**config.mk**
```make
export PLATFORM = sky130hd
export DESIGN_NAME = maze_walls
export DESIGN_NICKNAME = d
export VERILOG_FILES = /design/src/hdl/maze_pkg.sv /design/src/hdl/maze_walls.sv
export SDC_FILE = /design/constraint.sdc
export NUM_CORES = 1
export LEC_CHECK = 0
export ABC_AREA = 1
export BUFFER_PORTS_ARGS = -buffer_cell sky130_fd_sc_hd__buf_2
export CAP_MARGIN = 15
export CORE_MARGIN = 1
export CORE_UTILIZATION = 40
export DETAILED_ROUTE_END_ITERATION = 16
export PLACE_DENSITY = 0.83
export SYNTH_ARGS = -nofsm -noshare
export SYNTH_HDL_FRONTEND = slang
export SYNTH_SLANG_ARGS = --single-unit
```
**constraint.sdc**
```tcl
create_clock -name vclk -period 1.1
set_input_delay 0.22 -clock vclk [all_inputs]
set_output_delay 0.22 -clock vclk [all_outputs]
set_load 0.05 [all_outputs]
```
**src/hdl/maze_pkg.sv**
```systemverilog
`default_nettype none

package maze_pkg;

    // ------------------------------------------------------------------------
    // Screen geometry
    // ------------------------------------------------------------------------
    localparam int CoordWidth = 11;
    typedef logic [CoordWidth-1:0] coord_t;

    localparam int ChanWidth = 8;
    typedef logic [3*ChanWidth-1:0] colour_t;   // R in top byte then G then B

    localparam int SpriteHalf = 4;              // 8x8 solid sprites

    // ------------------------------------------------------------------------
    // Pellets and scoring
    // ------------------------------------------------------------------------
    localparam int PelletCount = 10;
    localparam coord_t PelletX [PelletCount] = '{
        11'd11, 11'd27, 11'd67, 11'd131, 11'd179,
        11'd275, 11'd339, 11'd419, 11'd555, 11'd627
    };
    localparam coord_t PelletY [PelletCount] = '{
        11'd467, 11'd219, 11'd107, 11'd227, 11'd11,
        11'd467, 11'd211, 11'd11, 11'd451, 11'd163
    };
    localparam coord_t PowerX = 11'd99;
    localparam coord_t PowerY = 11'd107;

    localparam int PelletDrawR2 = 4;
    localparam int PowerDrawR2  = 9;
    localparam int EatR2        = 16;           // Player centre pickup radius squared
    localparam int PowerScore   = 3;
    localparam int ScoreWidth   = 4;

    localparam int FrightFrames     = 48;
    localparam int FrightCountWidth = $clog2(FrightFrames + 1);

    // ------------------------------------------------------------------------
    // Maze walls with bounds exclusive on both sides
    // ------------------------------------------------------------------------
    localparam coord_t BorderWidth = 11'd8;
    localparam coord_t BorderMaxX  = 11'd631;
    localparam coord_t BorderMaxY  = 11'd471;

    typedef struct packed {
        coord_t xLo;
        coord_t xHi;
        coord_t yLo;
        coord_t yHi;
    } rect_t;

    localparam int WallCount = 12;
    localparam rect_t WallRects [WallCount] = '{
        '{11'd15, 11'd40, 11'd15,  11'd112},
        '{11'd15, 11'd40, 11'd119, 11'd152},
        '{11'd15, 11'd24, 11'd151, 11'd224},
        '{11'd31, 11'd40, 11'd159, 11'd224},
        '{11'd15, 11'd40, 11'd223, 11'd232},
        '{11'd15, 11'd40, 11'd239, 11'd256},
        '{11'd15, 11'd24, 11'd255, 11'd392},
        '{11'd31, 11'd40, 11'd263, 11'd384},
        '{11'd15, 11'd40, 11'd391, 11'd400},
        '{11'd15, 11'd40, 11'd407, 11'd472},
        '{11'd47, 11'd96, 11'd15,  11'd104},
        '{11'd47, 11'd96, 11'd111, 11'd216}
    };

    // ------------------------------------------------------------------------
    // Palette
    // ------------------------------------------------------------------------
    localparam colour_t PlayerColour     = 24'hFFFF00;
    localparam colour_t WallColour       = 24'h0042FF;
    localparam colour_t GhostRedColour   = 24'hFF0000;
    localparam colour_t GhostGreenColour = 24'h00FF00;
    localparam colour_t GhostPinkColour  = 24'hFF26FF;
    localparam colour_t FrightColour     = 24'h0000FF;
    localparam colour_t PelletColour     = 24'hFF0001;
    localparam colour_t PowerColour      = 24'h50B948;
    localparam colour_t Background       = 24'h000000;

    // Sprite box test in int so that centres near 0 do not wrap
    function automatic logic inBox(coord_t px, coord_t py, coord_t cx, coord_t cy);
        return (int'(px) > int'(cx) - SpriteHalf) && (int'(px) <= int'(cx) + SpriteHalf)
            && (int'(py) > int'(cy) - SpriteHalf) && (int'(py) <= int'(cy) + SpriteHalf);
    endfunction

    function automatic int dist2(coord_t ax, coord_t ay, coord_t bx, coord_t by);
        int dx;
        int dy;
        dx = int'(ax) - int'(bx);
        dy = int'(ay) - int'(by);
        return dx * dx + dy * dy;
    endfunction

endpackage

`default_nettype wire

```
**src/hdl/maze_walls.sv**
```systemverilog
`timescale 1ns/100ps
`default_nettype none

module maze_walls (
    input  maze_pkg::coord_t drawX,
    input  maze_pkg::coord_t drawY,
    output logic             wallPixel
);
    import maze_pkg::*;

    logic onBorder;
    logic [WallCount-1:0] inRect;

    // Outer frame of the playfield
    assign onBorder = (drawY < BorderWidth) || (drawX < BorderWidth)
                   || (drawY > BorderMaxY) || (drawX > BorderMaxX);

    // ------------------------------------------------------------------------
    // Interior blocks with one comparator set per table entry
    // ------------------------------------------------------------------------
    always_comb begin
        for (int i = 0; i < WallCount; i++) begin
            inRect[i] = (drawX > WallRects[i].xLo) && (drawX < WallRects[i].xHi)
                     && (drawY > WallRects[i].yLo) && (drawY < WallRects[i].yHi);
        end
    end

    assign wallPixel = onBorder || (|inRect);

endmodule

`default_nettype wire

```
; Word-level counts from Yosys, hierarchy flattened
; Index checks and enable logic that the tools add are counted.
[totals]
register_bits = 0
inputBits = 22
elab_cells = 65
output_inout_bits = 1
[classes]
reduce_logical = 33
magnitude_cmp = 32
[op_table]
columns = cell, count
row1 = "11-bit by 8-bit > comparator with 1-bit output, second input constant", 5
row2 = "11-bit by 9-bit less-than comparator with 1-bit output, second input constant", 5
row3 = "11-bit by 9-bit > comparator with 1-bit output, second input constant", 4
row4 = "11-bit by 8-bit less-than comparator with 1-bit output, second input constant", 4
row5 = "11-bit by 7-bit less-than comparator with 1-bit output, second input constant", 3
row6 = 1-bit logical AND, 28
row7 = "11-bit by 4-bit > comparator with 1-bit output, second input constant", 2
row8 = "11-bit by 7-bit > comparator with 1-bit output, second input constant", 2
row9 = "11-bit by 4-bit less-than comparator with 1-bit output, second input constant", 2
row10 = 12-bit OR reduction, 1
row11 = "11-bit by 10-bit > comparator with 1-bit output, second input constant", 1
row12 = "11-bit by 5-bit > comparator with 1-bit output, second input constant", 1
row13 = "11-bit by 6-bit > comparator with 1-bit output, second input constant", 1
row14 = "11-bit by 5-bit less-than comparator with 1-bit output, second input constant", 1
row15 = "11-bit by 6-bit less-than comparator with 1-bit output, second input constant", 1
row16 = 1-bit logical OR, 4

; Depth between registers and ports, before layout
[logic_depth]
ltp_word = 6
mapped_depth = 10
depth_no_buf = 10

; Least setup slack after synthesis
; OpenSTA, ideal clock, no wires.
[synth_path]
path_type = input port to output port
startpoint = in drawX[9]
endpoint = out wallPixel
path_slack_ns = -0.377
path_buffers = 0
stages = 10
t_arrival_ns = 1.257
required_time_ns = 0.880
path_cell_list = nor2_2 > nand2_2 > clkinv_2 > nand2_1 > nand2_1 > inv_1 > nand2_1 > nand2_1 > nor2_1 > nand3_1
[synth_between]
elab_chain_len = 6
elab_cells_between_ends = 41
classes_between = order compare: 8 / reduce/logical: 33
[synth_lines]
columns = element, line_no
row1 = from (decl), maze_walls.sv:5  ; input maze_pkg::coord_t drawX,
row2 = 11-bit by 4-bit > comparator with 1-bit output (tied with other cells), maze_walls.sv:23  ; inRect[i] = (drawX > WallRects[i].xLo) && (drawX < WallRects[i].xHi)
row3 = 1-bit logical AND, maze_walls.sv:23
row4 = 1-bit logical AND (2 in series), maze_walls.sv:24  ; && (drawY > WallRects[i].yLo) && (drawY < WallRects[i].yHi);
row5 = 12-bit OR reduction, maze_walls.sv:28  ; assign wallPixel = onBorder || (|inRect);
row6 = 1-bit logical OR *, maze_walls.sv:28
row7 = to (decl), maze_walls.sv:7  ; output logic wallPixel
; Mark *: on every way between the ends. The rest lies on a longest branch, timed or not.

; Final worst setup path
[layout_path]
startpoint = in drawY[10]
endpoint = out wallPixel
[layout_between]
elab_chain_len = 5
elab_cells_between_ends = 53
classes_between = order compare: 24 / reduce/logical: 29
[layout_lines]
columns = element, line_no
row1 = from (decl), maze_walls.sv:6  ; input maze_pkg::coord_t drawY,
row2 = 11-bit by 4-bit > comparator with 1-bit output (tied with other cells), maze_walls.sv:24
row3 = 1-bit logical AND or 1-bit logical OR (tied branches), "maze_walls.sv:24, maze_walls.sv:15"
row4 = 1-bit logical AND or 1-bit logical OR (tied branches), "maze_walls.sv:24, maze_walls.sv:16"
row5 = 12-bit OR reduction or 1-bit logical OR (tied branches), "maze_walls.sv:28, maze_walls.sv:16"
row6 = 1-bit logical OR *, maze_walls.sv:28
; Marked as above.

==> results.md <==
* Synth top area cells: nand2_1 (22%), nand3_1 (12%), inv_1 (11%), nor2_1 (11%), nand2_2 (8.2%)
* Sw frac at 56.95%
* Power Internal at 112.4 uW
* Post-Synth XOR/XNOR Area at 0%
* Synthesized Nets at 135
* Clock Power Share at 0%
* Post-synthesis simple-gate area fraction at 73.00%
* Pwr Density at 289.4 nW/um^2
* Worst min path class: in2out
* Share of the synthesized area in the top cell type at 21.83%
* Post-detail-place hpwl at 1325 microns
* Crit-path max FO at 4
* Cell count after synthesis at 113
* Routed wire length at 1991 microns
* Max cap viols at 0
* Synth top cells by count: nand2_1 (31), inv_1 (15), nor2_1 (15)
* DP Worst Slack at -0.5206 ns
* Combinational Power Share at 100.0%
* Die Footprint at 1483 sq um
* N_diodes at 0
* Setup CP Type: in2out
* # rows at 12
* WP data arrival at 1.37 ns
* Post-synthesis sequential area ratio at 0%
* Gr usage total at 27.18%
* Syn Area/Cell at 4.717 sq um
* DR DRC count at 0
* Setup WS post-layout at -0.4917 ns
* Area occupied by multi-input gates at 566.8 sq um
* Core footprint at 1171 sq um
* Crit share post-route at 144.7%
* Mux cell area share after synthesis at 0%
* Leading area contributor after synthesis: nand2_1
* Initial core utilization at 45.51%
* Final GP Congestion at 0.8835
* Final Critical Period at 1.592 ns
* Chip Height at 38.51 microns
* Wire length per cell at 12.52 microns
* IO Count at 23
* Num sequential at 0
* CP Launch Type: primary input
* Failing checks: setup timing
* Post-Syn Area at 533.0 sq um
* Layout cells sized above 1 at 53.79%
* Vias per cell at 5.390
* Sequential share of power at 0%
* Netlist cell types at 19
* Unrepaired setup endpoints after global routing: true
* Yosys Warn Count at 0
* Largest net degree at the start of global routing at 7
* Most frequent cell after synthesis: nand2_1
* Final Setup Violations at 1
* Vias in the first global route at 769
* Grt ovf at 0
* Initial antenna violation count at 0
* Fin nets at 169
* Drt initial violations at 23
* P_leak at 0.4672 nW
* Vias at 857
* Slew Viols, Final at 0
* Die X-Extent at 38.51 microns
* Worst EP required at 0.88 ns
* Hold_buf cts at 0
* Rel. slew slack at 82.36%
* Final setup TNS at -0.4917 ns
* Tightest Pin Transition at 0.2636 ns
* FF+latch area at 0 sq um
* Complex-gate fraction of the synthesized area at 11.03%
* Post-route ant nets at 0
* Worst vdd ir at 0.0001986 V
* Adder-cell share of the synthesized area at 0%
* Drt pass-1 iters at 4
* Status: finished, violations left
* Switching power at 148.7 uW
* Crit path capture type: output pin
* Fin. Hold Viols at 0
* CLK BUF at 0
* Layout filler cell count at 85
* Fmax at 628.2 MHz
* Main combinational cell family by area after synthesis: simple AND/OR/NAND/NOR gates
* Synthesis-to-layout area growth at 69.25%
* First-pass GRT wire length at 2925 microns
* Port buffer count at 20
[final cells by class]
type	count	area share [%]
multi-input combinational	91	62.83
timing repair buffer	32	25.38
inverter	22	9.847
tap	14	1.942
[worst max-delay path, stage by stage]
cell and delay [ns]:
buf_2 0.11, inv_2 0.05, nand2_2 0.09, nor2_1 0.25
nand3_1 0.14, nand3_1 0.11, nand2_1 0.06, nand2_1 0.08
nor2_2 0.05, nand3_4 0.07, buf_8 0.14
[power groups by stage]
stage          clock, mW  sequential, mW  combinational (mW)
2_1_floorplan          0               0               0.104
3_3_place_gp           0               0               0.201
3_5_place_dp           0               0               0.206
4_1_cts                0               0               0.244
5_1_grt                0               0               0.279
6_report               0               0               0.261
[cells in the final DEF, fill, tap and decap left out, drive strengths merged]
cell    synthesis  routed
a21oi           4       4
a31oi           1       1
buf             0      32
clkinv          2       2
inv            20      20
nand2          38      38
nand3          13      13
nand4           5       5
nor2           22      22
nor3            3       3
nor3b           1       1
o211ai          1       1
o21a            1       1
o21ai           2       2
[layer usage]
metal | part of all wire (%) | vias to the layer above | GRT usage, %
li1 | - | 430 | -
met1 | 44 | 401 | 31.62
met2 | 51 | 22 | 51.67
met3 | 3.2 | 4 | 1.163
met4 | 1.5 | 0 | 8.621
met5 | 0 | - | 0
[stage by stage]
| stage | utilization [%] | area (sq um) | hold WS (ns) | std cells | power [mW] |
|---|---|---|---|---|---|
| 6_report | 77.03 | 902.1 | 1.038 | 159 | 0.2610 |
| 3_3_place_gp | 64.32 | 753.2 | 1.066 | 157 | 0.2008 |
| 3_5_place_dp | 64.32 | 753.2 | 1.069 | 157 | 0.2064 |
| 2_1_floorplan | - | 560.5 | 0.7496 | 113 | 0.1040 |
| 5_1_grt | 77.03 | 902.1 | 1.067 | 159 | 0.2790 |
| 4_1_cts | 75.00 | 878.3 | 1.034 | 159 | 0.2440 |
[cell families (layout without fill, tap and decap cells)]
family	count (synthesis)	count (layout)
compound gates	9	9
simple gates	82	82
buf+inv	22	54
[path summary, 6_finish.rpt]
check / start / end / slack (ns) / cells after the start
setup / recovery: drawY[10] / wallPixel / -0.49 / 11
hold / removal: drawY[8] / wallPixel / 1.04 / 5
[repair_timing]
| item | 4_1_cts | 5_1_grt |
|---|---|---|
| pin swaps | 16 | 3 |
| gates resized for setup | 29 | 6 |
| setup buffers | 2 | 0 |
| setup endpoints to repair | 1 | 1 |
Note: power is estimated with default switching activity, not from simulation.
