===== src/hdl/maze_pkg.sv =====
`default_nettype none

package maze_pkg;

    // ------------------------------------------------------------------------
    // Screen geometry
    // ------------------------------------------------------------------------
    localparam int CoordWidth = 11;
    typedef logic [CoordWidth-1:0] coord_t;

    localparam int ChanWidth = 8;
    typedef logic [3*ChanWidth-1:0] colour_t;   // R in top byte then G then B

    localparam int SpriteHalf = 4;              // 8x8 solid sprites

    // ------------------------------------------------------------------------
    // Pellets and scoring
    // ------------------------------------------------------------------------
    localparam int PelletCount = 10;
    localparam coord_t PelletX [PelletCount] = '{
        11'd11, 11'd27, 11'd67, 11'd131, 11'd179,
        11'd275, 11'd339, 11'd419, 11'd555, 11'd627
    };
    localparam coord_t PelletY [PelletCount] = '{
        11'd467, 11'd219, 11'd107, 11'd227, 11'd11,
        11'd467, 11'd211, 11'd11, 11'd451, 11'd163
    };
    localparam coord_t PowerX = 11'd99;
    localparam coord_t PowerY = 11'd107;

    localparam int PelletDrawR2 = 4;
    localparam int PowerDrawR2  = 9;
    localparam int EatR2        = 16;           // Player centre pickup radius squared
    localparam int PowerScore   = 3;
    localparam int ScoreWidth   = 4;

    localparam int FrightFrames     = 48;
    localparam int FrightCountWidth = $clog2(FrightFrames + 1);

    // ------------------------------------------------------------------------
    // Maze walls with bounds exclusive on both sides
    // ------------------------------------------------------------------------
    localparam coord_t BorderWidth = 11'd8;
    localparam coord_t BorderMaxX  = 11'd631;
    localparam coord_t BorderMaxY  = 11'd471;

    typedef struct packed {
        coord_t xLo;
        coord_t xHi;
        coord_t yLo;
        coord_t yHi;
    } rect_t;

    localparam int WallCount = 12;
    localparam rect_t WallRects [WallCount] = '{
        '{11'd15, 11'd40, 11'd15,  11'd112},
        '{11'd15, 11'd40, 11'd119, 11'd152},
        '{11'd15, 11'd24, 11'd151, 11'd224},
        '{11'd31, 11'd40, 11'd159, 11'd224},
        '{11'd15, 11'd40, 11'd223, 11'd232},
        '{11'd15, 11'd40, 11'd239, 11'd256},
        '{11'd15, 11'd24, 11'd255, 11'd392},
        '{11'd31, 11'd40, 11'd263, 11'd384},
        '{11'd15, 11'd40, 11'd391, 11'd400},
        '{11'd15, 11'd40, 11'd407, 11'd472},
        '{11'd47, 11'd96, 11'd15,  11'd104},
        '{11'd47, 11'd96, 11'd111, 11'd216}
    };

    // ------------------------------------------------------------------------
    // Palette
    // ------------------------------------------------------------------------
    localparam colour_t PlayerColour     = 24'hFFFF00;
    localparam colour_t WallColour       = 24'h0042FF;
    localparam colour_t GhostRedColour   = 24'hFF0000;
    localparam colour_t GhostGreenColour = 24'h00FF00;
    localparam colour_t GhostPinkColour  = 24'hFF26FF;
    localparam colour_t FrightColour     = 24'h0000FF;
    localparam colour_t PelletColour     = 24'hFF0001;
    localparam colour_t PowerColour      = 24'h50B948;
    localparam colour_t Background       = 24'h000000;

    // Sprite box test in int so that centres near 0 do not wrap
    function automatic logic inBox(coord_t px, coord_t py, coord_t cx, coord_t cy);
        return (int'(px) > int'(cx) - SpriteHalf) && (int'(px) <= int'(cx) + SpriteHalf)
            && (int'(py) > int'(cy) - SpriteHalf) && (int'(py) <= int'(cy) + SpriteHalf);
    endfunction

    function automatic int dist2(coord_t ax, coord_t ay, coord_t bx, coord_t by);
        int dx;
        int dy;
        dx = int'(ax) - int'(bx);
        dy = int'(ay) - int'(by);
        return dx * dx + dy * dy;
    endfunction

endpackage

`default_nettype wire


===== src/hdl/pixel_colour.sv =====
`timescale 1ns/100ps
`default_nettype none

module pixel_colour (
    input  maze_pkg::coord_t                drawX,
    input  maze_pkg::coord_t                drawY,
    input  maze_pkg::coord_t                ballX,
    input  maze_pkg::coord_t                ballY,
    input  maze_pkg::coord_t                ghostRedX,
    input  maze_pkg::coord_t                ghostRedY,
    input  maze_pkg::coord_t                ghostGreenX,
    input  maze_pkg::coord_t                ghostGreenY,
    input  maze_pkg::coord_t                ghostPinkX,
    input  maze_pkg::coord_t                ghostPinkY,
    input  logic                            wallPixel,
    input  logic                            pelletPixel,
    input  logic                            powerPixel,
    input  logic                            frightened,
    output logic [maze_pkg::ChanWidth-1:0]  vgaR,
    output logic [maze_pkg::ChanWidth-1:0]  vgaG,
    output logic [maze_pkg::ChanWidth-1:0]  vgaB
);
    import maze_pkg::*;

    logic    playerOn;
    logic    redOn;
    logic    greenOn;
    logic    pinkOn;
    colour_t pixel;

    // ------------------------------------------------------------------------
    // Sprite coverage
    // ------------------------------------------------------------------------
    assign playerOn = inBox(drawX, drawY, ballX, ballY);
    assign redOn    = inBox(drawX, drawY, ghostRedX, ghostRedY);
    assign greenOn  = inBox(drawX, drawY, ghostGreenX, ghostGreenY);
    assign pinkOn   = inBox(drawX, drawY, ghostPinkX, ghostPinkY);

    // ------------------------------------------------------------------------
    // Fixed priority with player on top and background last
    // ------------------------------------------------------------------------
    always_comb begin
        if (playerOn) begin
            pixel = PlayerColour;
        end else if (wallPixel) begin
            pixel = WallColour;
        end else if (redOn) begin
            pixel = frightened ? FrightColour : GhostRedColour;
        end else if (greenOn) begin
            pixel = frightened ? FrightColour : GhostGreenColour;
        end else if (pinkOn) begin
            pixel = frightened ? FrightColour : GhostPinkColour;
        end else if (pelletPixel) begin
            pixel = PelletColour;
        end else if (powerPixel) begin
            pixel = PowerColour;
        end else begin
            pixel = Background;
        end
    end

    // Split into the three DAC channels
    assign vgaR = pixel[3*ChanWidth-1:2*ChanWidth];
    assign vgaG = pixel[2*ChanWidth-1:ChanWidth];
    assign vgaB = pixel[ChanWidth-1:0];

endmodule

`default_nettype wire


===== config.mk =====
export PLATFORM = sky130hd
export DESIGN_NAME = pixel_colour
export DESIGN_NICKNAME = d
export VERILOG_FILES = /design/src/hdl/maze_pkg.sv /design/src/hdl/pixel_colour.sv
export SDC_FILE = /design/constraint.sdc
export NUM_CORES = 1
export LEC_CHECK = 0
export BUFFER_PORTS_ARGS = -buffer_cell sky130_fd_sc_hd__buf_2
export CORE_MARGIN = 5
export CORE_UTILIZATION = 60
export DETAILED_ROUTE_END_ITERATION = 12
export PLACE_DENSITY_LB_ADDON = 0.05
export SYNTH_ARGS = -nofsm -noshare
export SYNTH_HDL_FRONTEND = slang
export SYNTH_SLANG_ARGS = --single-unit

===== constraint.sdc =====
create_clock -name vclk -period 10.6
set_clock_uncertainty 0.05 [all_clocks]
set_input_delay 1.06 -clock vclk [all_inputs]
set_output_delay 1.06 -clock vclk [all_outputs]
set_load 0.005 [all_outputs]

Yosys cells after proc, flatten, opt, wreduce, memory -nomap -nowiden
Cells that the tools add are included.

Register bits after elaboration: 0. Input port bits: 114.

Reductions and logical operators: 12. Add/subtract/negate cells: 16. Muxes and demuxes: 10. Magnitude comparators: 16.

Operators by type and width (number): $mux W24 (8); $add A11 B3 Y12 const B (8); $gt A12 B12 Y1 (8); $le A11 B12 Y1 (8); $sub A11 B3 Y12 const B (8); $mux W23 (1); $mux W16 (1); $logic_and A1 B1 Y1 (12).

Logic depth before layout (Yosys ltp)
Depth in word-level cells: 10. Gate-level depth with buffers: 16. Gate-level depth less buffers: 14.

Worst setup path after synthesis
Ideal clock, no wire load.

Kind: input-to-output. Start: input port ghostGreenX[5]. End: output port vgaG[3] (netlist bit). Buffers on the path: 2. Data arrival time: 4.138 ns. Required time: 9.490 ns. Path slack: 5.352 ns. Stages: 14. Path through: buf_6 or4_4 nor4_1 xnor2_1 ha_1 and4_1 nand3_1 a21oi_1 o41a_1 o211ai_2 o22ai_1 or3_1 o221ai_1 buf_4.

Word-level cells in the longest chain between the ends: 9. Elaborated cells on any way between the ends: 11. Classes of those cells: add/sub (2); order compare (2); mux (4); reduce/logical (3).

RTL lines: start: declaration (RTL line pixel_colour.sv:11) `input maze_pkg::coord_t ghostGreenX,`; $sub A11 B3 Y12 or $add A11 B3 Y12 (tied branches) (RTL line maze_pkg.sv:85) `return (int'(px) > int'(cx) - SpriteHalf) && (int'(px) <= int'(cx) + SpriteHalf)`; $gt A12 B12 Y1 or $le A11 B12 Y1 (tied branches) (RTL line maze_pkg.sv:85); $logic_and A1 B1 Y1 * (RTL line maze_pkg.sv:85); $logic_and A1 B1 Y1 * (2 in a row) (RTL line maze_pkg.sv:86) `&& (int'(py) > int'(cy) - SpriteHalf) && (int'(py) <= int'(cy) + SpriteHalf);`; $mux W24 * (RTL line pixel_colour.sv:49) `end else if (greenOn) begin`; $mux W24 * (RTL line pixel_colour.sv:47) `end else if (redOn) begin`; $mux W24 * (RTL line pixel_colour.sv:45) `end else if (wallPixel) begin`; $mux W24 * (RTL line pixel_colour.sv:43) `if (playerOn) begin`; end: declaration (RTL line pixel_colour.sv:20) `output logic [maze_pkg::ChanWidth-1:0] vgaG,`.

Every way passes the cells marked *; elsewhere a longest branch is shown, timed or not.

Worst setup path in the final report
Start: input port ghostPinkY[4]. End: output port vgaB[5] (netlist bit).

Word-level cells in the longest chain between the ends: 9. Elaborated cells on any way between the ends: 11. Classes of those cells: add/sub (2); order compare (2); mux (5); reduce/logical (2).

RTL lines: start: declaration (RTL line pixel_colour.sv:14) `input maze_pkg::coord_t ghostPinkY,`; $sub A11 B3 Y12 (RTL line maze_pkg.sv:86); $gt A12 B12 Y1 (RTL line maze_pkg.sv:86); $logic_and A1 B1 Y1 (RTL line maze_pkg.sv:86); $logic_and A1 B1 Y1 * (RTL line maze_pkg.sv:86); $mux W24 * (RTL line pixel_colour.sv:51) `end else if (pinkOn) begin`; $mux W24 * (RTL line pixel_colour.sv:49); $mux W24 * (RTL line pixel_colour.sv:47); $mux W24 * (RTL line pixel_colour.sv:45); $mux W24 * (RTL line pixel_colour.sv:43); end: declaration (RTL line pixel_colour.sv:21) `output logic [maze_pkg::ChanWidth-1:0] vgaB`.

Marked as above.

==> impl_metrics.csv <==
group,metric,value,unit
run_status,run_status,"finished, final reports clean",
yosys,syn_area,0.00620,mm²
power,p_clk_frac,0,
floorplan,die-area,0.0125,mm²
timing,max-slew-margin-rel,0.674,
yosys,synth_compound_area_frac,0.181,
finish,layout-drive-gt1-share,0.169,
grt,grt_pass1_wl,29700,µm
grt,overflow,0,
yosys,synth_area_leaders,"ha_1 34%, xor2_1 8.8%, xnor2_1 7.1%",
grt,grt_pass1_vias,6650,
power,seq_power_share,0,
timing,setup_slack,5.13,ns
yosys,synth.distinct_cells,63,
power,power.switching,0.000176,W
floorplan,chipWidth,112,µm
worst_setup_path,endpoint_kind,"primary output",
power,cellLeakagePower,3.17,nW
timing,final.setup.tns,0,ns
timing,fin_hold_ws,2.40,ns
yosys,synth_xor_area_frac,0.158,
yosys,synth_fa_ha_area_frac,0.339,
worst_setup_path,critPathKind,"in -> out",
placement,hpwl,14800,µm
yosys,synth_nets,1106,
clocking,cts_hold_buf,0,
routing,drt-total-wl,17500,µm
timing,fin_crit_sh,0.516,
power,pwr_density_cell,45.1,mW/mm²
yosys,avgSynthCellArea,7.53,µm²
routing,route.top_layer_used,"met5",
yosys,synth-simple-area-share,0.256,
floorplan,core-area,0.0102,mm²
timing,fmax,183,MHz
hold_path,hold-path-cell-count,3,
yosys,synthMuxAreaShare,0,
run,max_cap_viol_count,0,
floorplan,rows,37,
timing,finalHoldViolCount,0,
timing,finalCriticalPeriod,5.47,ns
timing,worst_pin_slew,0.484,ns
finish,area_growth,10.3,%
power,combinationalPowerShare,1.000,
routing,wl_met3,1120,µm
finish,final_cell_area,0.00684,mm²
routing,final_antenna_net_count,0,
timing,rsz0062_at_grt,"no",
grt,grt_max_degree,12,
power,p_int,0.000132,W
clocking,cts_resized,0,
timing,drv_slew,0,
yosys,synth_cells,824,
routing,via_count,6510,
finish,final_cell_mix,"168 x ha_1, 138 x buf_2, 62 x xor2_1",
routing,wl_per_cell,16.5,µm
clocking,postCtsSetupBuffers,0,
placement,gp_congestion,0.996,
finish,seqCellArea,0,µm²
routing,wl_met2,8590,µm
placement,port-buffer-count,138,
floorplan,io_pins,138,
finish,antennaDiodeCount,0,
yosys,yosysSeqAreaShare,0,
routing,dr.first_iter.drc_count,341,
worst_setup_path,crit_required,9.49,ns
worst_setup_path,cp.arrival,4.36,ns
placement,placement.cell_area,0.00684,mm²
routing,drt-met1-wl,7310,µm
power,p_sw_frac,0.572,
floorplan,initial_core_util,0.609,
floorplan,die_h,112,µm
worst_setup_path,startpoint_type,"input pin",
finish,postLayoutCoreUtil,0.672,
finish,final_common_cell,"ha_1",
finish,nets,1208,
hold_path,hold_class,"in -> out",
finish,seq_cells,0,
yosys,synth_top_family_by_area,"adder cells",
placement,dpl_worst_slack,5.16,ns
timing,finalSetupViolCount,0,
yosys,synth_top_area_frac,0.339,
worst_setup_path,endpoint,"vgaB[5]",
worst_setup_path,worstPathMaxFanout,8,
finish,clkbuf_count,0,
routing,first_pass_iters,5,
routing,drcViolationCount,0,
power,peakVddDrop,24.3,µV
yosys,yosysWarnings,0,
routing,viasPerCell,6.14,
grt,antenna_found_initial,1,
yosys,yosysTopAreaCell,"ha_1",
grt,grt_usage,0.274,
worst_setup_path,startpoint,"ghostPinkY[4]",
hold_path,min-delay-start,"frightened",
-- worst min path at each step --
stage / to / slack, ns
floorplan: vgaG[1] / 2.13
finish: vgaG[1] / 2.40
global placement: vgaG[1] / 2.37
global route: vgaG[1] / 2.43
detailed placement: vgaG[1] / 2.38
CTS: vgaG[1] / 2.38
-- stage by stage --
| stage | power (W) | instances |
|---|---|---|
| floorplan | 0.000209 | 824 |
| global placement | 0.000290 | 1060 |
| detailed placement | 0.000305 | 1060 |
| CTS | 0.000307 | 1060 |
| global route | 0.000349 | 1060 |
| finish | 0.000308 | 1060 |
-- power groups by stage --
stage / clock [W] / combinational [W] / sequential, W
floorplan: 0 / 0.000209 / 0
global placement: 0 / 0.000290 / 0
detailed placement: 0 / 0.000305 / 0
CTS: 0 / 0.000307 / 0
global route: 0 / 0.000349 / 0
finish: 0 / 0.000308 / 0
-- routing by layer --
layer	vias up	track usage
met1	2990	0.338
met2	220	0.500
met3	43	0.0272
li1	3255	-
met5	-	0
met4	2	0.0819
-- cells by family after synthesis --
kind of cell | count (synthesis)
XOR/XNOR | 112
AO/OA/AOI/OAI | 159
buffers and inverters | 87
AND/OR/NAND/NOR | 298
adder cells (fa/ha/maj) | 168
-- cells in the mapped netlist (all sizes together), types with 3 or more instances --
cell,instances
or4,9
buf,20
nor2b,8
a211oi,16
o221ai,3
xor2,62
a21oi,34
nor2,60
a211o,6
nor4b,7
nand3,52
a21o,8
clkbuf,18
nand2b,3
nor4,15
o21ai,34
xnor2,50
and4,4
o41a,3
nor3,29
o211ai,19
and3,22
a2111oi,3
o21a,13
nand3b,3
inv,49
nand2,53
or3,4
ha,168
nand4,25
-- critical path, stage by stage --
cell,delay (ns)
buf_2,0.17
and3_1,0.19
and2_1,0.19
nand4_1,0.13
xor2_1,0.16
ha_1,0.30
nand3_1,0.10
or3_1,0.40
o32ai_1,0.29
o2111ai_1,0.26
o22ai_1,0.33
nor3_1,0.14
nor3_1,0.42
buf_2,0.20
-- final cells by class --
| type | count | area [µm²] |
|---|---|---|
| fillers | 899 | 3340 |
| inverters | 49 | 184 |
| multi-input cells | 737 | 5800 |
| well taps | 136 | 170 |
| repair buffers | 138 | 691 |
Power figures use the tool's default switching activity.
