**config.mk**
```make
export PLATFORM = sky130hd
export DESIGN_NAME = frightened_timer
export DESIGN_NICKNAME = d
export VERILOG_FILES = /design/src/hdl/maze_pkg.sv /design/src/hdl/frightened_timer.sv
export SDC_FILE = /design/constraint.sdc
export NUM_CORES = 1
export LEC_CHECK = 0
export ABC_AREA = 1
export BUFFER_PORTS_ARGS = -buffer_cell sky130_fd_sc_hd__clkbuf_2
export CAP_MARGIN = 20
export CORE_AREA = 2 2 39 41
export CTS_CLUSTER_DIAMETER = 100
export DETAILED_ROUTE_END_ITERATION = 6
export DIE_AREA = 0 0 41 43
export PLACE_DENSITY = 0.48
export SLEW_MARGIN = 30
export SYNTH_ARGS = -nofsm -noshare
export SYNTH_HDL_FRONTEND = slang
export SYNTH_SLANG_ARGS = --single-unit
```
**constraint.sdc**
```tcl
create_clock -name frame_clk -period 2 [get_ports frame_clk]
set_input_delay 0.1 -clock frame_clk [delete_from_list [all_inputs] [get_ports frame_clk]]
set_output_delay 0.1 -clock frame_clk [all_outputs]
set_load 0.05 [all_outputs]
```
**src/hdl/maze_pkg.sv**
```systemverilog
`default_nettype none

package maze_pkg;

    // ------------------------------------------------------------------------
    // Screen geometry
    // ------------------------------------------------------------------------
    localparam int CoordWidth = 11;
    typedef logic [CoordWidth-1:0] coord_t;

    localparam int ChanWidth = 8;
    typedef logic [3*ChanWidth-1:0] colour_t;   // R in top byte then G then B

    localparam int SpriteHalf = 4;              // 8x8 solid sprites

    // ------------------------------------------------------------------------
    // Pellets and scoring
    // ------------------------------------------------------------------------
    localparam int PelletCount = 10;
    localparam coord_t PelletX [PelletCount] = '{
        11'd11, 11'd27, 11'd67, 11'd131, 11'd179,
        11'd275, 11'd339, 11'd419, 11'd555, 11'd627
    };
    localparam coord_t PelletY [PelletCount] = '{
        11'd467, 11'd219, 11'd107, 11'd227, 11'd11,
        11'd467, 11'd211, 11'd11, 11'd451, 11'd163
    };
    localparam coord_t PowerX = 11'd99;
    localparam coord_t PowerY = 11'd107;

    localparam int PelletDrawR2 = 4;
    localparam int PowerDrawR2  = 9;
    localparam int EatR2        = 16;           // Player centre pickup radius squared
    localparam int PowerScore   = 3;
    localparam int ScoreWidth   = 4;

    localparam int FrightFrames     = 48;
    localparam int FrightCountWidth = $clog2(FrightFrames + 1);

    // ------------------------------------------------------------------------
    // Maze walls with bounds exclusive on both sides
    // ------------------------------------------------------------------------
    localparam coord_t BorderWidth = 11'd8;
    localparam coord_t BorderMaxX  = 11'd631;
    localparam coord_t BorderMaxY  = 11'd471;

    typedef struct packed {
        coord_t xLo;
        coord_t xHi;
        coord_t yLo;
        coord_t yHi;
    } rect_t;

    localparam int WallCount = 12;
    localparam rect_t WallRects [WallCount] = '{
        '{11'd15, 11'd40, 11'd15,  11'd112},
        '{11'd15, 11'd40, 11'd119, 11'd152},
        '{11'd15, 11'd24, 11'd151, 11'd224},
        '{11'd31, 11'd40, 11'd159, 11'd224},
        '{11'd15, 11'd40, 11'd223, 11'd232},
        '{11'd15, 11'd40, 11'd239, 11'd256},
        '{11'd15, 11'd24, 11'd255, 11'd392},
        '{11'd31, 11'd40, 11'd263, 11'd384},
        '{11'd15, 11'd40, 11'd391, 11'd400},
        '{11'd15, 11'd40, 11'd407, 11'd472},
        '{11'd47, 11'd96, 11'd15,  11'd104},
        '{11'd47, 11'd96, 11'd111, 11'd216}
    };

    // ------------------------------------------------------------------------
    // Palette
    // ------------------------------------------------------------------------
    localparam colour_t PlayerColour     = 24'hFFFF00;
    localparam colour_t WallColour       = 24'h0042FF;
    localparam colour_t GhostRedColour   = 24'hFF0000;
    localparam colour_t GhostGreenColour = 24'h00FF00;
    localparam colour_t GhostPinkColour  = 24'hFF26FF;
    localparam colour_t FrightColour     = 24'h0000FF;
    localparam colour_t PelletColour     = 24'hFF0001;
    localparam colour_t PowerColour      = 24'h50B948;
    localparam colour_t Background       = 24'h000000;

    // Sprite box test in int so that centres near 0 do not wrap
    function automatic logic inBox(coord_t px, coord_t py, coord_t cx, coord_t cy);
        return (int'(px) > int'(cx) - SpriteHalf) && (int'(px) <= int'(cx) + SpriteHalf)
            && (int'(py) > int'(cy) - SpriteHalf) && (int'(py) <= int'(cy) + SpriteHalf);
    endfunction

    function automatic int dist2(coord_t ax, coord_t ay, coord_t bx, coord_t by);
        int dx;
        int dy;
        dx = int'(ax) - int'(bx);
        dy = int'(ay) - int'(by);
        return dx * dx + dy * dy;
    endfunction

endpackage

`default_nettype wire

```
**src/hdl/frightened_timer.sv**
```systemverilog
`timescale 1ns/100ps
`default_nettype none

module frightened_timer (
    input  logic frame_clk,
    input  logic over,
    input  logic powerEaten,
    output logic frightened
);
    import maze_pkg::*;

    logic [FrightCountWidth-1:0] count;
    logic                        powerSeen;     // powerEaten one frame late
    logic                        start;

    // Only the rising event arms the timer
    assign start = powerEaten && !powerSeen && (count == '0);

    always_ff @(posedge frame_clk or posedge over) begin
        if (over) begin
            powerSeen <= 1'b0;
            count     <= '0;
        end else begin
            powerSeen <= powerEaten;
            if (start) begin
                count <= FrightCountWidth'(FrightFrames);
            end else if (count != '0) begin
                count <= count - 1'b1;          // Counts down once per frame
            end
        end
    end

    // High for FrightFrames frames from load down to 1
    assign frightened = (count != '0);

endmodule

`default_nettype wire

```
# ---- Word-level counts from Yosys, hierarchy flattened
# Index checks and enable logic that the tools add are counted.
dict set report op_classes {
  n_reduce_logical 6
  n_mux 2
  n_addsub 1
}
# cell n
set ops {}
lappend ops {{$mux W6} 2}
lappend ops {{$logic_not A6 Y1} 1}
lappend ops {{$reduce_bool A6 Y1} 1}
lappend ops {{$sub A6 B1 Y6 const B} 1}
lappend ops {{$logic_and A1 B1 Y1} 2}
lappend ops {{$reduce_bool A2 Y1} 1}
lappend ops {{$logic_not A1 Y1} 1}
dict set report word_totals {
  input_bits 3
  elab_cells 11
  out_inout_bits 1
  reg_bits 7
}

# ---- Longest topological paths before layout
# Gate-level depths: netlist of the first run.
dict set report logic_depth {
  ltp_word 4
  depth_mapped 7
  depth_no_buf 7
}

# ---- Least setup slack after synthesis of the first run
# OpenSTA, ideal clock, no wires.
dict set report synth_timing {
  path_type {reg2reg}
  start {register count[0]}
  end {register count[3]}
  setup_ns 0.120
  arrival_time_ns 1.238
  setup_slack_ns 0.643
  synth_period_minus_slack_ns 1.357
  path_stages_with_launch 6
  path_cell_list {dfrtp_1 -> inv_1 -> ha_1 -> nand3_2 -> nand3b_1 -> nand2_1}
}
dict set report synth_between {
  elab_cells_between_ends 7
  cone_classes {add/sub (1); mux (2); reduce/logical (4)}
}
# element line
set synth_lines {}
lappend synth_lines {{start: declaration} frightened_timer.sv:12} ;# logic [FrightCountWidth-1:0] count;
lappend synth_lines {{start signal: assignment} frightened_timer.sv:26} ;# count <= FrightCountWidth'(FrightFrames);
lappend synth_lines {{start signal: assignment} frightened_timer.sv:28} ;# count <= count - 1'b1;
lappend synth_lines {{$reduce_bool A6 Y1} -}
lappend synth_lines {{named net frightened} frightened_timer.sv:8} ;# output logic frightened
lappend synth_lines {{$reduce_bool A2 Y1 (no line)} -}
# The timed path passes the listed nets, and every way through them passes these cells. The select of a mux whose other input is x is not followed.
# A chain may end at the register's enable or synchronous reset.

# ---- Worst setup path in the final report of the first run
dict set report layout_timing {
  start {register count[0]}
  end {output frightened}
}
dict set report layout_between {
  elab_chain_len 1
}
# element line
set layout_rtl {}
lappend layout_rtl {{$reduce_bool A6 Y1} frightened_timer.sv:34} ;# assign frightened = (count != '0);
lappend layout_rtl {{end: declaration} frightened_timer.sv:8}
# Every way passes these cells.

==> impl_metrics.env, run 1 <==
export IMPL_status="finished, final reports clean"
export IMPL_final_common_cell="nand2_1"
export IMPL_hold_viol=0
export IMPL_slew_viol_final=0
export IMPL_grt_max_degree=8
export IMPL_wl_met2_um=306
export IMPL_grt_pass1_wl_um=1221
export IMPL_synth_distinct_cells=14
export IMPL_num_io_pins=4
export IMPL_syn_to_final_growth_pct=21.85
export IMPL_fmax_ghz=0.6552
export IMPL_critical_path_arrival_ns=1.43
export IMPL_start_util_pct=27.31
export IMPL_crit_start="count[0]"
export IMPL_timing_rr_start="count[0]"
export IMPL_ys_warn_count=0
export IMPL_route_detailed_drc=0
export IMPL_ir_drop_mv=0.7117
export IMPL_max_slew_worst_pin_slew_ns=0.3141
export IMPL_synth_area_um2=377.9
export IMPL_grt_setup_unrepaired="no"
export IMPL_p_leak_nw=0.2432
export IMPL_layout_common_cells="14 x nand2_1, 8 x inv_1, 7 x dfrtp_1, 6 x nor2_1, 4 x nand3_1"
export IMPL_setup_tns_ns=0
export IMPL_root_buffer="clkbuf_4"
export IMPL_worstSetupPathType="reg2out"
export IMPL_drive_gt1_share_pct=17.24
export IMPL_ant_nets=0
export IMPL_dp_slack_ns=0.7139
export IMPL_critPathRequiredTime_ns=1.90
export IMPL_ys_ff_latch=7
export IMPL_ctsResizeCount=0
export IMPL_grt_pass1_vias=315
export IMPL_slew_limit_headroom_pct=78.90
export IMPL_antenna_found_initial=0
export IMPL_die_area_um2=1763
export IMPL_setup_slack_ns=0.4736
export IMPL_reg2reg_to="count[4]"
export IMPL_gr_total_overflow=0
export IMPL_cts_path_max_buffers=2
export IMPL_dp_final_hpwl_um=508.4
export IMPL_syn_avg_cell_area_um2=7.711
export IMPL_fin_nets=63
export IMPL_cap_violations=0
export IMPL_coreArea_um2=1384
export IMPL_layout_min_cycle_time_ns=1.526
export IMPL_place_congestion=0.7673
export IMPL_start_kind="flop"
export IMPL_via_per_inst=4.473
export IMPL_num_antenna_cells=0
export IMPL_clock_sinks=7
export IMPL_power_density_nw_per_um2=1510
export IMPL_cts_tree="yes"
export IMPL_dr_wl_met3_um=35
export IMPL_routed_top_layer="met4"
export IMPL_worst_setup_path_end_kind="output pin"
export IMPL_first_iter_violations=9
export IMPL_wl_per_cell_um=8.986
export IMPL_syn_inst=49
export IMPL_path_clk_slew_ns=0.06
export IMPL_dr_pass1_iters=4
export IMPL_vias=331
export IMPL_synth_seq_area_share_pct=46.36
export IMPL_cp_max_fo=6
export IMPL_dieHeight_um=43
export IMPL_wirelength_um=665
export IMPL_r2r_slack_ns=0.71
export IMPL_htreeDepth=1
export IMPL_timing_reg2reg_worst_path_depth=7
export IMPL_min_period_over_period_pct=76.32
export IMPL_syn_nets=53
export IMPL_clk_latency_ns=0.26
export IMPL_final_setup_viol_count=0
export IMPL_die_x_um=41
export IMPL_wl_met1_um=309
export IMPL_io_buffers=3
export IMPL_rows=14
export IMPL_hp_class="in2async"
export IMPL_clock_skew_ns=0.006766
export IMPL_cts_buffers=3
export IMPL_grt_use_total_pct=10.84
synthesized netlist by cell type:
cell type  instances  area share (%)
o21bai_1           1             2.0
nor2_2             1             1.7
nor2_4             1             3.0
nand4_1            2             3.3
dfrtp_1            7              46
nand3_2            1             2.6
ha_1               1             3.3
nand2_1           14              14
nand3_1            4             5.3
nor2_1             6             6.0
nor3_1             1             1.3
inv_1              8             7.9
nand3b_1           1             2.0
o21ai_0            1             1.3
metal layers:
metal  GRT usage (%)  vias up
li1                -      174
met1           12.25      146
met2           15.31        9
met3           6.283        2
met4           6.000        0
met5               0        -
cells by family after synthesis:
group	Yosys count	share of synthesized area [%]
compound gates	2	3.311
flops	7	46.36
fa+ha+maj	1	3.311
buf+inv	8	7.947
simple gates	31	39.07
what timing repair did:
item | in CTS | in global routing
setup buffers | 0 | 0
endpoints found under the hold margin | 8 | 0
hold buffers | 2 | 0
critical path, cell delays in order, from the launching register on:
cell      delay [ns]
dfrtp_1         0.40
inv_1           0.10
ha_1            0.24
nand3_2         0.16
clkbuf_2        0.27
area by class of cell:
cell class,count,area [µm²]
clock buffer,3,22.52
sequential,7,175.2
inverter,8,30.03
tap,16,20.02
timing repair buffer,5,35.03
fill,142,923.4
clock inverter,1,5.005
multi-input combinational,34,172.7
per-stage QoR:
stage	hold WS [ns]	instances	cell area, µm²	power, mW	util [%]
2_1_floorplan	-0.09660	49	377.9	0.5088	-
3_3_place_gp	0.03594	68	412.9	0.5667	29.84
3_5_place_dp	0.03289	68	412.9	0.5651	29.84
4_1_cts	0.2993	74	460.4	0.7097	33.27
5_1_grt	0.3313	74	460.4	0.7744	33.27
6_report	0.2993	74	460.4	0.6951	33.27
sequential cells by signal, summed over array words and instances (netlist names):
name / flops
count: 6
powerSeen: 1
worst max-delay path by stage:
stage | end | slack (ns) | depth (start not counted)
6_report | frightened | 0.47 | 4
5_1_grt | frightened | 0.36 | 4
4_1_cts | frightened | 0.45 | 4
3_5_place_dp | count[4] | 0.71 | 7
3_3_place_gp | count[4] | 0.70 | 7
2_1_floorplan | count[3] | 0.64 | 5
power by group:
| group | leakage [nW] | total (mW) | internal (mW) | switching [mW] |
|---|---|---|---|---|
| Sequential | 0.0836 | 0.279 | 0.207 | 0.0716 |
| Clock | 0.0177 | 0.132 | 0.0734 | 0.0588 |
| Combinational | 0.142 | 0.284 | 0.112 | 0.172 |
| Total | 0.243 | 0.695 | 0.393 | 0.302 |
(Power assumes the default switching activity.)
==> run 2: changes to the inputs <==
- ABC_AREA: 1 -> 0
- clock period: 2 -> 1.5 ns (I/O delays scaled with it)
==> impl_metrics.env, run 2 <==
export IMPL_status="finished, final reports clean"
export IMPL_ys_warn_count=0
export IMPL_coreArea_um2=1384
export IMPL_power_total_mw=0.9626
export IMPL_grt_use_total_pct=12.08
export IMPL_min_period_over_period_pct=95.31
export IMPL_clock_sinks=7
export IMPL_dr_pass1_iters=3
export IMPL_path_clk_slew_ns=0.05
export IMPL_synth_area_leaders="dfrtp_1 47%, mux2i_1 5.4%, nor3_4 4.4%"
export IMPL_cts_tree="yes"
export IMPL_busiest_layer="met2"
export IMPL_grt_max_degree=8
export IMPL_yosys_top_cells_count="7 x dfrtp_1, 4 x inv_1"
export IMPL_critical_path_arrival_ns=1.35
export IMPL_final_util_pct=34.54
export IMPL_timing_hold_ws_ns=0.2907
export IMPL_io_buffers=3
export IMPL_critPathRequiredTime_ns=1.42
export IMPL_num_io_pins=4
export IMPL_root_buffer="clkbuf_4"
export IMPL_syn_nets=39
export IMPL_slew_viol_final=0
export IMPL_dp_final_hpwl_um=591.5
export IMPL_final_setup_viol_count=0
export IMPL_htreeDepth=1
export IMPL_met1_usage_pct=11.67
export IMPL_layout_min_cycle_time_ns=1.430
export IMPL_rows=14
export IMPL_cp_max_fo=4
export IMPL_synth_most_common_cell="dfrtp_1"
export IMPL_ir_drop_mv=0.7679
export IMPL_syn_inst=35
export IMPL_cpLargestDelayFamily="flip-flops"
export IMPL_synth_edf_count=0
export IMPL_final_common_cell="dfrtp_1"
export IMPL_cts_buffers=3
export IMPL_nFillCells=144
export IMPL_syn_avg_cell_area_um2=10.65
export IMPL_cap_violations=0
export IMPL_place_congestion=0.6504
export IMPL_num_antenna_cells=0
export IMPL_timing_reg2reg_worst_path_depth=5
export IMPL_largest_register_ffs=6
export IMPL_r2r_slack_ns=0.21
export IMPL_syn_to_final_growth_pct=28.19
export IMPL_place_inst=55
export IMPL_dieHeight_um=43
export IMPL_reg2reg_to="count[4]"
export IMPL_cts_path_max_buffers=2
export IMPL_use_met3_pct=1.571
export IMPL_timing_rr_start="count[1]"
export IMPL_max_slew_worst_pin_slew_ns=0.2933
export IMPL_grt_pass1_vias=312
export IMPL_first_iter_violations=3
export IMPL_drive_gt1_share_pct=26.09
export IMPL_crit_start="count[1]"
export IMPL_setup_tns_ns=0
export IMPL_ant_nets=0
export IMPL_wirelength_um=789
export IMPL_synth_distinct_cells=20
export IMPL_synth_area_um2=372.9
export IMPL_die_area_um2=1763
export IMPL_start_kind="flop"
export IMPL_hold_viol=0
export IMPL_start_util_pct=26.94
export IMPL_die_x_um=41
export IMPL_crit_path_max_incr_delay_ns=0.39
export IMPL_ff_latch_area_um2=175.2
export IMPL_async_flop_share_pct=100.0
export IMPL_cp_depth=5
export IMPL_critical_path_cell_chain="inv_1 -> ha_1 -> nand2b_1 -> nand2b_4 -> clkbuf_8"
export IMPL_multi_input_area_um2=182.7
export IMPL_ys_ff_latch=7
export IMPL_dp_slack_ns=0.1638
export IMPL_regMostFlops="count"
export IMPL_p_leak_nw=0.2485
export IMPL_gr_usage_met2_pct=17.81
export IMPL_power_density_nw_per_um2=2014
export IMPL_route_detailed_drc=0
export IMPL_fin_area_um2=478.0
export IMPL_worst_setup_path_end_kind="output pin"
export IMPL_layout_common_cells="7 x dfrtp_1, 4 x inv_1, 3 x clkbuf_4"
export IMPL_setup_slack_ns=0.07038
export IMPL_synth_top_cell_area_share_pct=46.98
export IMPL_finalNonFillerCells=62
export IMPL_worstSetupPathType="reg2out"
export IMPL_vias=296
export IMPL_antenna_found_initial=0
export IMPL_clock_skew_ns=0.004705
export IMPL_clk_latency_ns=0.26
export IMPL_crit_buf_inv=2
export IMPL_grt_pass1_wl_um=1290
export IMPL_synth_seq_area_share_pct=46.98
export IMPL_synth_main_ff_cell="dfrtp_1"
export IMPL_placed_cell_area_um2=415.4
export IMPL_via_per_inst=4.774
export IMPL_cpMaxStageDelayCell="dfrtp_1"
export IMPL_fin_nets=51
export IMPL_gr_total_overflow=0
export IMPL_synth_top_area_cell="dfrtp_1"
export IMPL_crit_end="frightened"
export IMPL_reg_top3="count (6), powerSeen (1)"
export IMPL_fmax_ghz=0.6995
export IMPL_wl_per_cell_um=12.73
export IMPL_hp_class="in2async"
export IMPL_slew_limit_headroom_pct=80.30
-- run 2: cell types whose count changed in the layout (fill, tap and decap cells not counted), sizes merged, moves of 2 or more --
cell | before | now
mux2i | 0 | 2
nand2 | 14 | 2
a21oi | 0 | 2
nor4 | 0 | 2
nand4 | 2 | 0
nand3 | 5 | 0
inv | 8 | 4
nand2b | 0 | 3
buf | 0 | 2
nor2 | 8 | 2
-- run 2: final cells by class --
cell class,count,area share [%]
Clock buffer,4,5.497
Sequential cell,7,36.65
Tap cell,16,4.188
Inverter,4,3.141
Timing Repair Buffer,7,12.30
Multi-Input combinational cell,24,38.22
-- run 2: kinds of logic (layout without fill, tap and decap cells) --
| logic type | Yosys count | in the layout | share of synthesized area [%] |
|---|---|---|---|
| and+or+nand+nor | 15 | 15 | 28.86 |
| DFF | 7 | 7 | 46.98 |
| buffers and inverters | 4 | 15 | 4.026 |
| AOI/OAI and AO/OA | 5 | 5 | 7.381 |
| muxes | 3 | 3 | 9.395 |
| adders and majority gates | 1 | 1 | 3.355 |
-- run 2: worst min-delay path by stage --
| stage | startpoint | end | slack [ns] |
|---|---|---|---|
| floorplan | over | count[0] | -0.12 |
| global placement | over | count[3] | 0.003 |
| detailed placement | over | count[4] | 0.01 |
| CTS | over | count[4] | 0.30 |
| global route | over | count[2] | 0.32 |
| finish | over | count[2] | 0.29 |
-- run 2: routing by layer --
| layer | vias up | part of all wire [%] |
|---|---|---|
| li1 | 142 | - |
| met1 | 145 | 39 |
| met2 | 5 | 54 |
| met3 | 4 | 2.0 |
| met4 | 0 | 4.9 |
| met5 | - | 0 |
-- run 2: worst register-to-register path, delay by kind of cell (launching register included) --
kind | cells | cell delay, ns
fa+ha+maj | 1 | 0.19
buf+inv | 1 | 0.06
flops | 1 | 0.39
mux | 1 | 0.31
simple gates | 2 | 0.23
-- run 2: power breakdown --
| part | total [mW] | switching (mW) | internal (mW) |
|---|---|---|---|
| sequential | 0.375 | 0.0988 | 0.276 |
| combinational | 0.410 | 0.193 | 0.218 |
| clock | 0.178 | 0.0758 | 0.102 |
| total | 0.963 | 0.367 | 0.595 |
-- run 2: what timing repair did --
item | CTS | global route
setup buffers | 0 | 1
hold buffers | 2 | 0
endpoints found under the setup margin | 1 | 1
gates resized for setup | 2 | 0
endpoints found under the hold margin | 8 | 0
==> run 3: changes to the inputs <==
- PLACE_DENSITY: 0.48 -> not set
- PLACE_DENSITY_LB_ADDON: not set -> 0.12
==> impl_metrics.env, run 3 (synthesis gave the netlist of run 2 again) <==
export IMPL_root_buffer="clkbuf_4"
export IMPL_reg_top3="count (6), powerSeen (1)"
export IMPL_timing_rr_start="count[1]"
export IMPL_clock_skew_ns=0.002478
export IMPL_wl_per_cell_um=10.79
export IMPL_min_period_over_period_pct=94.49
export IMPL_timing_reg2reg_worst_path_depth=5
export IMPL_syn_to_final_growth_pct=28.86
export IMPL_first_iter_violations=6
export IMPL_ant_nets=0
export IMPL_worst_setup_path_end_kind="output pin"
export IMPL_final_setup_viol_count=0
export IMPL_r2r_slack_ns=0.22
export IMPL_path_clk_slew_ns=0.06
export IMPL_io_buffers=3
export IMPL_grt_use_total_pct=10.55
export IMPL_fin_nets=51
export IMPL_start_util_pct=26.94
export IMPL_hold_viol=0
export IMPL_regMostFlops="count"
export IMPL_antenna_found_initial=0
export IMPL_wirelength_um=669
export IMPL_start_kind="flop"
export IMPL_cts_path_max_buffers=2
export IMPL_gr_usage_met2_pct=13.75
export IMPL_grt_pass1_vias=283
export IMPL_hp_class="in2async"
export IMPL_critPathRequiredTime_ns=1.42
export IMPL_rows=14
export IMPL_setup_tns_ns=0
export IMPL_crit_start="count[1]"
export IMPL_critical_path_arrival_ns=1.34
export IMPL_cp_max_fo=4
export IMPL_power_density_nw_per_um2=1974
export IMPL_layout_min_cycle_time_ns=1.417
export IMPL_final_common_cell="dfrtp_1"
export IMPL_grt_max_degree=8
export IMPL_final_util_pct=34.72
export IMPL_crit_end="frightened"
export IMPL_max_slew_worst_pin_slew_ns=0.2653
export IMPL_dp_final_hpwl_um=508.7
export IMPL_via_per_inst=4.613
export IMPL_coreArea_um2=1384
export IMPL_clock_sinks=7
export IMPL_clk_latency_ns=0.25
export IMPL_place_congestion=0.8313
export IMPL_status="finished, final reports clean"
export IMPL_layout_common_cells="7 x dfrtp_1, 4 x inv_1, 3 x clkbuf_4"
export IMPL_die_area_um2=1763
export IMPL_drive_gt1_share_pct=28.26
export IMPL_largest_register_ffs=6
export IMPL_htreeDepth=1
export IMPL_dr_pass1_iters=3
export IMPL_route_detailed_drc=0
export IMPL_use_met3_pct=1.571
export IMPL_slew_limit_headroom_pct=82.30
export IMPL_num_antenna_cells=0
export IMPL_ir_drop_mv=0.6539
export IMPL_p_leak_nw=0.2468
export IMPL_num_io_pins=4
export IMPL_die_x_um=41
export IMPL_reg2reg_to="count[4]"
export IMPL_gr_total_overflow=0
export IMPL_vias=286
export IMPL_busiest_layer="met1"
export IMPL_fmax_ghz=0.7055
export IMPL_dieHeight_um=43
export IMPL_worstSetupPathType="reg2out"
export IMPL_cts_tree="yes"
export IMPL_dp_slack_ns=0.1480
export IMPL_grt_pass1_wl_um=1200
export IMPL_setup_slack_ns=0.08260
export IMPL_power_total_mw=0.9486
export IMPL_grt_setup_unrepaired="no"
export IMPL_cap_violations=0
export IMPL_slew_viol_final=0
export IMPL_cts_buffers=3
export IMPL_met1_usage_pct=13.95
[run 3: area by class of cell]
class | instances | area, µm²
Multi-Input combinational cell | 24 | 185.2
Sequential cell | 7 | 175.2
Tap cell | 16 | 20.02
Inverter | 4 | 15.01
Fill cell | 146 | 903.4
Timing Repair Buffer | 7 | 58.81
Clock buffer | 4 | 26.28
[run 3: worst min path at each step]
stage / cells after the start / end / slack, ns
3_3_place_gp: 2 / count[3] / 0.003
5_1_grt: 3 / count[3] / 0.32
6_report: 3 / count[2] / 0.28
2_1_floorplan: 1 / count[0] / -0.12
3_5_place_dp: 2 / count[3] / 0.008
4_1_cts: 3 / count[1] / 0.29
[run 3: per-layer routing]
metal	routed length, µm	part of all wire (%)
met1	316	47
met2	335	50
met3	12	1.8
met5	0	0
met4	4	0.60
[run 3: timing repair]
action | CTS | global route
setup endpoints to repair | 1 | 1
cloned | 0 | 0
endpoints found under the hold margin | 8 | 0
hold buffers | 2 | 0
gates resized for setup | 2 | 1
buffers inserted | 1 | 1
[run 3: worst max-delay path, cell delays in order, from the launching register on]
cell      delay (ns)
dfrtp_1         0.39
inv_1           0.06
ha_2            0.18
nand2b_1        0.09
nand2b_4        0.18
clkbuf_8        0.19
[run 3: through the flow]
stage	std cells	cell area [µm²]	hold slack [ns]
detailed placement	54	407.9	0.008327
finish	62	480.5	0.2801
CTS	61	470.5	0.2908
global route	62	480.5	0.3216
global placement	54	407.9	0.003389
floorplan	35	372.9	-0.1216
[run 3: power breakdown]
group	switching, mW	total (mW)	internal, mW	leakage, nW
logic	0.180	0.400	0.220	0.149
registers	0.0973	0.373	0.276	0.0829
clock network	0.0737	0.176	0.102	0.0150
total	0.351	0.949	0.598	0.247
